--- src/rtl/chol_pkg.sv ---
`default_nettype none

package chol_pkg;

    // Matrix order is a power of two, so an element position is just {row, col}.
    localparam int IDX_BITS = 2;
    localparam int SIZE     = 1 << IDX_BITS;

    // Signed Q16.16 elements.
    localparam int WORD_BITS = 32;
    localparam int FRAC_BITS = 16;
    localparam int ACC_BITS  = 2 * WORD_BITS;  // Holds a full product.

    typedef logic signed [WORD_BITS-1:0] fix_t;
    typedef logic signed [ACC_BITS-1:0]  acc_t;
    typedef logic [IDX_BITS-1:0]         idx_t;

    // Row-major, element (i,j) sits at position i*SIZE+j.
    typedef fix_t [SIZE*SIZE-1:0] mat_t;

    // Unit latencies from start to done, one load cycle plus one cycle per result bit.
    localparam int SQRT_CYCLES = (WORD_BITS + FRAC_BITS) / 2 + 1;
    localparam int DIV_CYCLES  = WORD_BITS + FRAC_BITS + 1;

    // Element engine states.
    localparam logic [1:0] ENG_IDLE = 2'd0;
    localparam logic [1:0] ENG_MAC  = 2'd1;  // Subtract one product per cycle.
    localparam logic [1:0] ENG_RED  = 2'd2;  // Reduced value ready, launch a unit.
    localparam logic [1:0] ENG_WAIT = 2'd3;  // Wait for the root or the quotient.

endpackage

`default_nettype wire

--- src/rtl/elem_if.sv ---
`timescale 1ns/1ns
`default_nettype none

// One element request at a time between the sequencer and the engine.
interface elem_if;

    logic           start;  // One-cycle request.
    chol_pkg::idx_t row;    // Held until done.
    chol_pkg::idx_t col;
    logic           done;   // Element written, or radicand rejected.
    logic           fail;   // Valid with done.

    modport seq (
        output start,
        output row,
        output col,
        input  done,
        input  fail
    );

    modport eng (
        input  start,
        input  row,
        input  col,
        output done,
        output fail
    );

endinterface

`default_nettype wire

--- src/rtl/fix_sqrt.sv ---
`timescale 1ns/1ns
`default_nettype none

// Restoring square root, two radicand bits in and one root bit out per cycle.
// The radicand is scaled by 2^16 first, so the 24-bit root is Q16.16 again.
module fix_sqrt (
    input  logic           clk,
    input  logic           rst_n,
    input  logic           start_i,
    input  chol_pkg::fix_t radicand_i,  // Positive.
    output logic           done_o,
    output chol_pkg::fix_t root_o
);

    logic [4:0]  cnt_q;      // Iterations left.
    logic [47:0] rad_q;      // Scaled radicand, consumed from the top.
    logic [25:0] rem_q;
    logic [23:0] root_q;
    logic [27:0] trial_in;
    logic [27:0] trial_sub;
    logic [27:0] diff;
    logic        fits;

    assign trial_in  = {rem_q, rad_q[47:46]};
    assign trial_sub = {2'b00, root_q, 2'b01};  // 4*root + 1.
    assign diff      = trial_in - trial_sub;
    assign fits      = (trial_in >= trial_sub);

    always_ff @(posedge clk or negedge rst_n) begin
        if (!rst_n) begin
            cnt_q  <= '0;
            done_o <= 1'b0;
        end else begin
            done_o <= 1'b0;
            if (start_i) begin
                cnt_q <= 5'(chol_pkg::SQRT_CYCLES - 1);
            end else if (cnt_q != '0) begin
                cnt_q  <= cnt_q - 1'b1;
                done_o <= (cnt_q == 5'd1);  // Last bit lands with this edge.
            end
        end
    end

    always_ff @(posedge clk) begin
        if (start_i) begin
            rad_q  <= {radicand_i, {chol_pkg::FRAC_BITS{1'b0}}};
            rem_q  <= '0;
            root_q <= '0;
        end else if (cnt_q != '0) begin
            rad_q <= {rad_q[45:0], 2'b00};
            if (fits) begin
                rem_q  <= diff[25:0];
                root_q <= {root_q[22:0], 1'b1};
            end else begin
                rem_q  <= trial_in[25:0];  // Smaller than 4*root + 1.
                root_q <= {root_q[22:0], 1'b0};
            end
        end
    end

    assign root_o = {8'b0, root_q};

endmodule

`default_nettype wire

--- src/rtl/fix_div.sv ---
`timescale 1ns/1ns
`default_nettype none

// Restoring divide on magnitudes, one quotient bit per cycle.
// Dividend is |num|*2^16, so the quotient comes out in Q16.16.
// Sign goes on at the end, which truncates toward zero.
module fix_div (
    input  logic           clk,
    input  logic           rst_n,
    input  logic           start_i,
    input  chol_pkg::fix_t num_i,
    input  chol_pkg::fix_t den_i,
    output logic           done_o,
    output chol_pkg::fix_t quot_o
);

    logic [5:0]  cnt_q;      // Iterations left.
    logic [47:0] quo_q;      // Dividend shifts out at the top, quotient in at the bottom.
    logic [31:0] rem_q;
    logic [31:0] dvs_q;
    logic        neg_q;
    logic [31:0] num_mag;
    logic [31:0] den_mag;
    logic [32:0] shifted;
    logic [32:0] diff;
    logic        fits;

    // Magnitudes, -2^31 maps to 2^31 in unsigned form.
    assign num_mag = num_i[31] ? -num_i : num_i;
    assign den_mag = den_i[31] ? -den_i : den_i;

    assign shifted = {rem_q, quo_q[47]};
    assign diff    = shifted - {1'b0, dvs_q};
    assign fits    = (shifted >= {1'b0, dvs_q});

    always_ff @(posedge clk or negedge rst_n) begin
        if (!rst_n) begin
            cnt_q  <= '0;
            done_o <= 1'b0;
        end else begin
            done_o <= 1'b0;
            if (start_i) begin
                cnt_q <= 6'(chol_pkg::DIV_CYCLES - 1);
            end else if (cnt_q != '0) begin
                cnt_q  <= cnt_q - 1'b1;
                done_o <= (cnt_q == 6'd1);
            end
        end
    end

    always_ff @(posedge clk) begin
        if (start_i) begin
            quo_q <= {num_mag, {chol_pkg::FRAC_BITS{1'b0}}};
            rem_q <= '0;
            dvs_q <= den_mag;
            neg_q <= num_i[31] ^ den_i[31];
        end else if (cnt_q != '0) begin
            quo_q <= {quo_q[46:0], fits};
            // Remainder stays below the divisor either way.
            rem_q <= fits ? diff[31:0] : shifted[31:0];
        end
    end

    // Low word only, upper quotient bits are dropped.
    assign quot_o = neg_q ? -quo_q[31:0] : quo_q[31:0];

endmodule

`default_nettype wire

--- src/rtl/chol_traversal.sv ---
`timescale 1ns/1ns
`default_nettype none

// Walks the lower triangle row by row, (0,0) (1,0) (1,1) (2,0) and so on.
// Each row ends on its diagonal, so the run ends on (SIZE-1,SIZE-1).
module chol_traversal (
    input  logic clk,
    input  logic rst_n,
    input  logic start_i,
    elem_if.seq  seq,
    output logic busy_o,
    output logic done_o,
    output logic fail_o
);

    chol_pkg::idx_t row_q;
    chol_pkg::idx_t col_q;
    logic           start_q;
    logic           row_end;    // Current element is on the diagonal.
    logic           last_elem;

    assign row_end   = (col_q == row_q);
    assign last_elem = row_end && (row_q == chol_pkg::idx_t'(chol_pkg::SIZE - 1));

    always_ff @(posedge clk or negedge rst_n) begin
        if (!rst_n) begin
            row_q   <= '0;
            col_q   <= '0;
            start_q <= 1'b0;
            busy_o  <= 1'b0;
            done_o  <= 1'b0;
            fail_o  <= 1'b0;
        end else begin
            start_q <= 1'b0;
            done_o  <= 1'b0;
            if (!busy_o) begin
                // A start while busy is simply not looked at.
                if (start_i) begin
                    busy_o  <= 1'b1;
                    fail_o  <= 1'b0;
                    row_q   <= '0;
                    col_q   <= '0;
                    start_q <= 1'b1;  // First element is (0,0).
                end
            end else if (seq.done) begin
                if (seq.fail || last_elem) begin
                    busy_o <= 1'b0;
                    done_o <= 1'b1;
                    fail_o <= seq.fail;  // Sticky until the next start.
                end else begin
                    if (row_end) begin
                        row_q <= row_q + 1'b1;
                        col_q <= '0;
                    end else begin
                        col_q <= col_q + 1'b1;
                    end
                    start_q <= 1'b1;
                end
            end
        end
    end

    assign seq.start = start_q;
    assign seq.row   = row_q;
    assign seq.col   = col_q;

endmodule

`default_nettype wire

--- src/rtl/chol_element.sv ---
`timescale 1ns/1ns
`default_nettype none

// Computes one factor element per request.
//   l_rc = sqrt(a_rc - sum l_rk*l_ck)        for r == c
//   l_rc = (a_rc - sum l_rk*l_ck) / l_cc     for r > c
module chol_element (
    input  logic           clk,
    input  logic           rst_n,
    elem_if.eng            eng,
    input  logic           clear_i,
    input  chol_pkg::mat_t matrix_i,
    output chol_pkg::mat_t factor_o,
    output logic           sqrt_start_o,
    output chol_pkg::fix_t radicand_o,
    input  logic           sqrt_done_i,
    input  chol_pkg::fix_t root_i,
    output logic           div_start_o,
    output chol_pkg::fix_t num_o,
    output chol_pkg::fix_t den_o,
    input  logic           div_done_i,
    input  chol_pkg::fix_t quot_i
);

    logic [1:0]                      state_q;
    chol_pkg::idx_t                  k_q;
    chol_pkg::acc_t                  acc_q;
    chol_pkg::mat_t                  factor_q;
    logic                            done_q;
    logic                            fail_q;
    logic [2*chol_pkg::IDX_BITS-1:0] pos_rc;
    logic [2*chol_pkg::IDX_BITS-1:0] pos_rk;
    logic [2*chol_pkg::IDX_BITS-1:0] pos_ck;
    logic [2*chol_pkg::IDX_BITS-1:0] pos_cc;
    chol_pkg::acc_t                  prod;
    chol_pkg::acc_t                  acc_sh;
    chol_pkg::fix_t                  reduced;
    logic                            diag;

    assign pos_rc = {eng.row, eng.col};
    assign pos_rk = {eng.row, k_q};
    assign pos_ck = {eng.col, k_q};
    assign pos_cc = {eng.col, eng.col};
    assign diag   = (eng.row == eng.col);

    // Full product of two Q16.16 values, kept exact in the accumulator.
    assign prod = chol_pkg::acc_t'(factor_q[pos_rk]) * chol_pkg::acc_t'(factor_q[pos_ck]);

    // Back to Q16.16, arithmetic shift floors toward minus infinity.
    assign acc_sh  = acc_q >>> chol_pkg::FRAC_BITS;
    assign reduced = acc_sh[chol_pkg::WORD_BITS-1:0];

    always_ff @(posedge clk or negedge rst_n) begin
        if (!rst_n) begin
            state_q  <= chol_pkg::ENG_IDLE;
            k_q      <= '0;
            factor_q <= '0;
            done_q   <= 1'b0;
            fail_q   <= 1'b0;
        end else begin
            done_q <= 1'b0;
            if (clear_i) begin
                factor_q <= '0;  // Upper triangle stays zero from here on.
            end
            case (state_q)
                chol_pkg::ENG_IDLE: begin
                    if (eng.start) begin
                        k_q     <= '0;
                        fail_q  <= 1'b0;
                        // Column 0 has no products to subtract.
                        state_q <= (eng.col == '0) ? chol_pkg::ENG_RED : chol_pkg::ENG_MAC;
                    end
                end
                chol_pkg::ENG_MAC: begin
                    k_q <= k_q + 1'b1;
                    if (k_q == eng.col - 1'b1) begin
                        state_q <= chol_pkg::ENG_RED;
                    end
                end
                chol_pkg::ENG_RED: begin
                    if (diag && reduced <= 0) begin
                        // Not positive definite. Nothing is written.
                        done_q  <= 1'b1;
                        fail_q  <= 1'b1;
                        state_q <= chol_pkg::ENG_IDLE;
                    end else begin
                        state_q <= chol_pkg::ENG_WAIT;
                    end
                end
                chol_pkg::ENG_WAIT: begin
                    // Only the unit that was started can answer.
                    if (sqrt_done_i || div_done_i) begin
                        factor_q[pos_rc] <= diag ? root_i : quot_i;
                        done_q           <= 1'b1;
                        state_q          <= chol_pkg::ENG_IDLE;
                    end
                end
                default: state_q <= chol_pkg::ENG_IDLE;
            endcase
        end
    end

    // Running value a_rc*2^16 minus the products so far.
    always_ff @(posedge clk) begin
        if (state_q == chol_pkg::ENG_IDLE && eng.start) begin
            acc_q <= chol_pkg::acc_t'(matrix_i[pos_rc]) <<< chol_pkg::FRAC_BITS;
        end else if (state_q == chol_pkg::ENG_MAC) begin
            acc_q <= acc_q - prod;
        end
    end

    assign sqrt_start_o = (state_q == chol_pkg::ENG_RED) && diag && (reduced > 0);
    assign div_start_o  = (state_q == chol_pkg::ENG_RED) && !diag;
    assign radicand_o   = reduced;
    assign num_o        = reduced;
    assign den_o        = factor_q[pos_cc];  // Diagonal of the column, already final.

    assign factor_o = factor_q;
    assign eng.done = done_q;
    assign eng.fail = fail_q;

endmodule

`default_nettype wire

--- src/rtl/chol_top.sv ---
`timescale 1ns/1ns
`default_nettype none

module chol_top (
    input  logic           clk,
    input  logic           rst_n,
    input  logic           start_i,
    input  chol_pkg::mat_t matrix_i,
    output chol_pkg::mat_t factor_o,
    output logic           busy_o,
    output logic           done_o,
    output logic           fail_o
);

    logic           accept;  // Start seen while idle.
    logic           sqrt_start;
    logic           sqrt_done;
    logic           div_start;
    logic           div_done;
    chol_pkg::fix_t radicand;
    chol_pkg::fix_t root;
    chol_pkg::fix_t num;
    chol_pkg::fix_t den;
    chol_pkg::fix_t quot;

    elem_if u_elem_if ();

    assign accept = start_i & ~busy_o;

    chol_traversal u_traversal (
        .clk     (clk),
        .rst_n   (rst_n),
        .start_i (start_i),
        .seq     (u_elem_if),
        .busy_o  (busy_o),
        .done_o  (done_o),
        .fail_o  (fail_o)
    );

    chol_element u_element (
        .clk          (clk),
        .rst_n        (rst_n),
        .eng          (u_elem_if),
        .clear_i      (accept),
        .matrix_i     (matrix_i),
        .factor_o     (factor_o),
        .sqrt_start_o (sqrt_start),
        .radicand_o   (radicand),
        .sqrt_done_i  (sqrt_done),
        .root_i       (root),
        .div_start_o  (div_start),
        .num_o        (num),
        .den_o        (den),
        .div_done_i   (div_done),
        .quot_i       (quot)
    );

    fix_sqrt u_sqrt (
        .clk        (clk),
        .rst_n      (rst_n),
        .start_i    (sqrt_start),
        .radicand_i (radicand),
        .done_o     (sqrt_done),
        .root_o     (root)
    );

    fix_div u_div (
        .clk     (clk),
        .rst_n   (rst_n),
        .start_i (div_start),
        .num_i   (num),
        .den_i   (den),
        .done_o  (div_done),
        .quot_o  (quot)
    );

endmodule

`default_nettype wire

--- config.mk ---
export PLATFORM = sky130hd
export DESIGN_NAME = chol_top
export DESIGN_NICKNAME = d
export VERILOG_FILES = /design/src/rtl/chol_pkg.sv /design/src/rtl/elem_if.sv /design/src/rtl/fix_sqrt.sv /design/src/rtl/fix_div.sv /design/src/rtl/chol_traversal.sv /design/src/rtl/chol_element.sv /design/src/rtl/chol_top.sv
export SDC_FILE = /design/constraint.sdc
export NUM_CORES = 2
export LEC_CHECK = 0
export BUFFER_PORTS_ARGS = -buffer_cell sky130_fd_sc_hd__buf_4
export CORE_AREA = 2 2 402 404
export CTS_BUF_LIST = sky130_fd_sc_hd__clkbuf_4 sky130_fd_sc_hd__clkbuf_8
export DETAILED_ROUTE_END_ITERATION = 12
export DIE_AREA = 0 0 404 406
export GPL_ROUTABILITY_DRIVEN = 0
export PLACE_DENSITY = 0.7
export SKIP_LAST_GASP = 1
export SYNTH_ARGS = -nofsm -noshare
export SYNTH_HDL_FRONTEND = slang
export SYNTH_SLANG_ARGS = --single-unit
--- constraint.sdc ---
create_clock -name clk -period 9.8 [get_ports clk]
set_clock_uncertainty 0.15 [all_clocks]
set_input_delay 0.98 -clock clk [delete_from_list [all_inputs] [get_ports clk]]
set_output_delay 0.98 -clock clk [all_outputs]
set_load 0.02 [all_outputs]
# ---- After elaboration in Yosys (flattened, before gate mapping)
# Cells that the tools add are included.
dict set report totals {
  regBits 798
  out_inout_bits 515
}
dict set report classes {
  addsub 12
  mul 1
  order_cmp 9
  n_eq_ne 17
  mux 71
  bitwise 3
  reduce_logical 26
}
# operator n
set op_table {}
lappend op_table {{$mux 512} 3}
lappend op_table {{$bwmux 512} 1}
lappend op_table {{$bmux 32 s4} 3}
lappend op_table {{$mux 32} 9}
lappend op_table {{$mux 48} 4}
lappend op_table {{$demux 32 s4} 1}
lappend op_table {{$mux 64} 2}
lappend op_table {{$neg 32->32} 3}
lappend op_table {{$bmux 32 s2} 1}
lappend op_table {{$mul 32x32->64} 1}
lappend op_table {{$sub 64x64->64} 1}
lappend op_table {{$ge 33x32->1} 1}
lappend op_table {{$gt 32x1->1 const B} 1}
lappend op_table {{$le 32x1->1 const B} 1}
lappend op_table {{$sub 32x32->32} 1}
lappend op_table {{$mux 31} 1}
lappend op_table {{$mux 2} 15}
lappend op_table {{$ge 28x26->1} 1}
lappend op_table {{$mux 26} 1}
lappend op_table {{$sub 26x26->26} 1}
lappend op_table {{$mux 1} 22}
lappend op_table {{$lt 4x5->1 const B} 4}
lappend op_table {{$mux 6} 2}
lappend op_table {{$reduce_and 3->1} 4}
lappend op_table {{28 further kinds} 55}

# ---- Logic depth before layout (Yosys ltp)
dict set report logic_depth {
  word_depth 7
  ltp_mapped 39
  ltp_nobuf 32
}

# ---- Modules after synthesis
# A second synthesis with hierarchy kept.
dict set report hier_totals {
  cells_unflattened 7772
  area_unflattened_um2 77249.1
}
# module n_inst cells_per_inst area_each_um2
set modules_own_cells {}
lappend modules_own_cells {chol_element 1 6190 63273.2}
lappend modules_own_cells {fix_div 1 1003 8439.3}
lappend modules_own_cells {fix_sqrt 1 533 5102.4}
lappend modules_own_cells {chol_traversal 1 45 420.4}
lappend modules_own_cells {chol_top 1 1 13.8}

# ---- Least setup slack after synthesis
# Ideal clock, no wire load.
dict set report synth_path {
  path_type {reg2reg}
  start {reg u_element.k_q[0]}
  end {reg u_element.acc_q[45] (data pin)}
  setup_ns 0.256
  arrival_ns 9.350
  required_ns 9.394
  setup_slack_ns 0.045
  path_stages_with_launch 36
  period_less_slack_ns 9.755
  path_cell_list {dfrtp_1 > buf_2 > buf_2 > buf_4 > buf_2 > buf_2 > mux4_2 > nor2_1 > nor2_1 > o21ai_1 > clkbuf_1 > nor2_1 > fa_1 > fa_1 > fa_1 > inv_1 > fa_1 > fa_1 > fa_1 > fa_1 > inv_1 > fa_1 > inv_1 > ha_1 > clkbuf_1 > a21oi_1 > o21ai_0 > a31oi_1 > o211ai_1 > o21ai_0 > a21boi_0 > o21a_1 > o211a_1 > o31ai_1 > nand3_1 > a31o_2}
}
dict set report synth_via {
  elab_chain_len 6
  elab_cells_between_ends 8
}
# element line
set synth_rtl {}
lappend synth_rtl {{start: declaration} chol_element.sv:26} ;# chol_pkg::idx_t k_q;
lappend synth_rtl {{start signal: assignment} chol_element.sv:75} ;# k_q <= k_q + 1'b1;
lappend synth_rtl {{$bmux 32 s4} chol_element.sv:47} ;# assign prod = chol_pkg::acc_t'(factor_q[pos_rk]) * chol_pkg::acc_t'(factor_q[pos_ck]);
lappend synth_rtl {{$mux 32 (implied by the code)} chol_element.sv:47}
lappend synth_rtl {{$mul 32x32->64 *} chol_element.sv:47}
lappend synth_rtl {{$sub 64x64->64 *} chol_element.sv:108} ;# acc_q <= acc_q - prod;
lappend synth_rtl {{$mux 64 *} chol_element.sv:107} ;# end else if (state_q == chol_pkg::ENG_MAC) begin
lappend synth_rtl {{$mux 64 *} chol_element.sv:105} ;# if (state_q == chol_pkg::ENG_IDLE && eng.start) begin
lappend synth_rtl {{end signal: assignment} chol_element.sv:106} ;# acc_q <= chol_pkg::acc_t'(matrix_i[pos_rc]) <<< chol_pkg::FRAC_BITS;
lappend synth_rtl {{end signal: assignment} chol_element.sv:108}
lappend synth_rtl {{end: declaration} chol_element.sv:27} ;# chol_pkg::acc_t acc_q;
# Every way passes the cells marked *; elsewhere a longest branch is shown, timed or not. The select of a mux whose other input is x is not followed.
# A chain may end at the register's enable or synchronous reset.

# ---- Final worst setup path
dict set report layout_path {
  start {reg u_element.k_q[0]}
  end {reg u_element.acc_q[44] (data pin)}
}
# Same word-level chain as after synthesis.

==> results.txt <==
status -> complete, no violations
DR vias -> 67600
Yosys cell types -> 77
Post-synth EDFFs -> 129
Congestion Overflow GR -> 0
CTS clk-pin slew, worst paths -> 0.07 ns
CP max FO -> 16
WP data required -> 10.33 ns
Pins Over Slew Limit -> 0
CTS Root Cell -> clkbuf_8
worst endpoint data arrival time -> 10.11 ns
# fillers -> 13800
maxcap violations -> 0
worst skew pair latency -> 0.91 ns
sequential standard cell area -> 19700 um^2
HP Class -> primary input to asynchronous set/reset pin
Syn Std Cell Area -> 74700 um^2
most area-consuming cells after synthesis -> fa_1 24%, dfrtp_1 18%, mux4_2 10%
register bit total from synthesis -> 782
nature of the critical path endpoint -> register
DRT Wirelength -> 329 mm
final period demand of the worst path -> 9.57 ns
Starting DRT DRC Count -> 8648
dpl cells -> 10700
first-pass GRT wire length -> 468 mm
most numerous cell in the Yosys netlist -> inv_1
ys async rst share -> 68.9%
top post-synthesis cells by count -> 1098 x inv_1, 956 x nand2_1, 889 x fa_1, 729 x o21ai_0, 611 x nand3_1
vias in the first global route -> 67700
Top Ports -> 1030
final cell count without fillers -> 11000
Die Ht -> 406 um
First-pass DRT Iterations -> 8
core area -> 160000 um^2
pin count of the biggest net entering global routing -> 259
Vias/cell -> 6.17
ys flop type -> dfrtp_1
FMAX -> 0.104 GHz
Post-CTS Hold Buffers -> 0
Die W -> 404 um
# clock sinks -> 782
wire length per cell -> 30.0 um
cts bufs inserted -> 132
final net count -> 10400
Synth Instances -> 7823
antenna-violating nets left -> 0
CTS tree -> yes
cell family with most CP delay -> adder cells
total global-route track usage -> 39.8%
Area growth syn-to-layout -> 19.0%
dominant cell type by area after synthesis -> fa_1
most frequent CP cell -> fa_1
top cell type's share of synthesized area -> 23.8%
Fin. Hold Viols -> 0
Die Area -> 164000 um^2
register area share after synthesis -> 26.3%
relative slew slack -> 14.5%
Worst Tran Pin Value -> 1.27 ns
Tcrit/Tclk final -> 97.7%
Synthesized Nets -> 9513
CP startpoint kind -> register
synth warn -> 0
initial antenna violation count -> 49
DP HPWL -> 261 mm
Slowest-stage cell, CP -> o21a_1
critical path's largest stage delay -> 0.83 ns
CP bufs+invs -> 7
CTS Buffer Depth -> 3
syn_area_per_cell -> 9.55 um^2
Starting Density -> 46.8%
Rows -> 147
port buffer count -> 1029
H-Tree Level Count -> 4
post-route DRC violation count -> 0
crit path kind -> register to register
layout cells sized above 1 -> 22.6%
final setup fails -> 0
multi-input combinational cell area -> 49100 um^2
metrics by stage:
stage / util, % / hold WS [ns] / setup slack, ns / TNS, ns / cell area [um^2]
floorplan: - / 0.282 / 0.0446 / 0 / 74700
global placement: 53.6 / 0.294 / -0.0910 / -0.166 / 85600
detailed placement: 53.6 / 0.299 / -0.300 / -0.643 / 85600
CTS: 55.5 / 0.0330 / 0.0125 / 0 / 88600
global route: 55.7 / 0.117 / -0.00721 / -0.0119 / 88900
finish: 55.7 / 0.0218 / 0.227 / 0 / 88900
sequential cells by signal, summed over array words and instances, names as in the netlist, 2 cells and up:
| name | count |
|---|---|
| u_element.factor_o | 512 |
| u_div.quo_q | 48 |
| u_element.acc_q | 48 |
| u_div.dvs_q | 32 |
| u_div.rem_q | 32 |
| u_sqrt.rad_q | 32 |
| u_sqrt.rem_q | 26 |
| u_sqrt.root_q | 24 |
| u_div.cnt_q | 6 |
| u_sqrt.cnt_q | 5 |
| u_element.k_q | 2 |
| u_element.state_q | 2 |
| u_traversal.seq.col | 2 |
| u_traversal.seq.row | 2 |
area by class of cell:
class | count | share of cell area, %
antenna | 26 | 0.0732
tap | 2086 | 2.93
clock inverter | 39 | 0.505
inverter | 1106 | 4.69
clock buffer | 197 | 2.73
multi-input combinational | 5399 | 55.2
timing repair buffer | 1326 | 11.8
sequential | 782 | 22.1
placed cells by master, fill, tap and decap left out, types with 152 or more instances in the layout:
cell type  count
a21oi_1      192
buf_4       1283
clkbuf_8     152
dfrtp_1      533
fa_1         889
ha_1         286
inv_1       1093
mux4_2       338
nand2_1      934
nand3_1      611
nor2_1       550
o21ai_0      720
logic make-up after synthesis:
logic type	Yosys count	share of synthesized area, %
muxes	379	10.7
adders and majority gates	1175	28.6
DFF	782	26.3
xor gates and xnor gates	218	2.56
buffers and inverters	1642	8.32
and+or+nand+nor	2370	13.8
AOI/OAI and AO/OA	1257	9.67
path summary, 6_finish.rpt:
kind / from / endpoint / slack [ns] / depth (start not counted)
max: u_element.k_q[0] / u_element.acc_q[44] / 0.23 / 32
min: rst_n / u_element.factor_o[329] / 0.02 / 1
max reg2reg: u_element.k_q[0] / u_element.acc_q[44] / 0.23 / 32
min reg2reg: u_sqrt.rem_q[25] / u_sqrt.rem_q[25] / 0.31 / 2
max in group asynchronous: rst_n / u_element.factor_o[53] / 7.03 / 3
min in group clk: u_sqrt.rem_q[25] / u_sqrt.rem_q[25] / 0.31 / 2
per-layer routing:
metal	track usage [%]	share of wire (%)	wire, um
met2	60.6	44	144000
met5	0	0.071	234
met4	28.7	8.9	29200
met1	46.8	33	110000
met3	14.1	14	45800
timing repair:
item	4_1_cts	5_1_grt
cloned	0	1
pin swaps	0	0
resized for setup	2	22
setup buffers	3	21
endpoints found under the setup margin	3	13
Power is not shown: default switching activity piles up to over one toggle a cycle in this logic, so the estimate is an artifact.
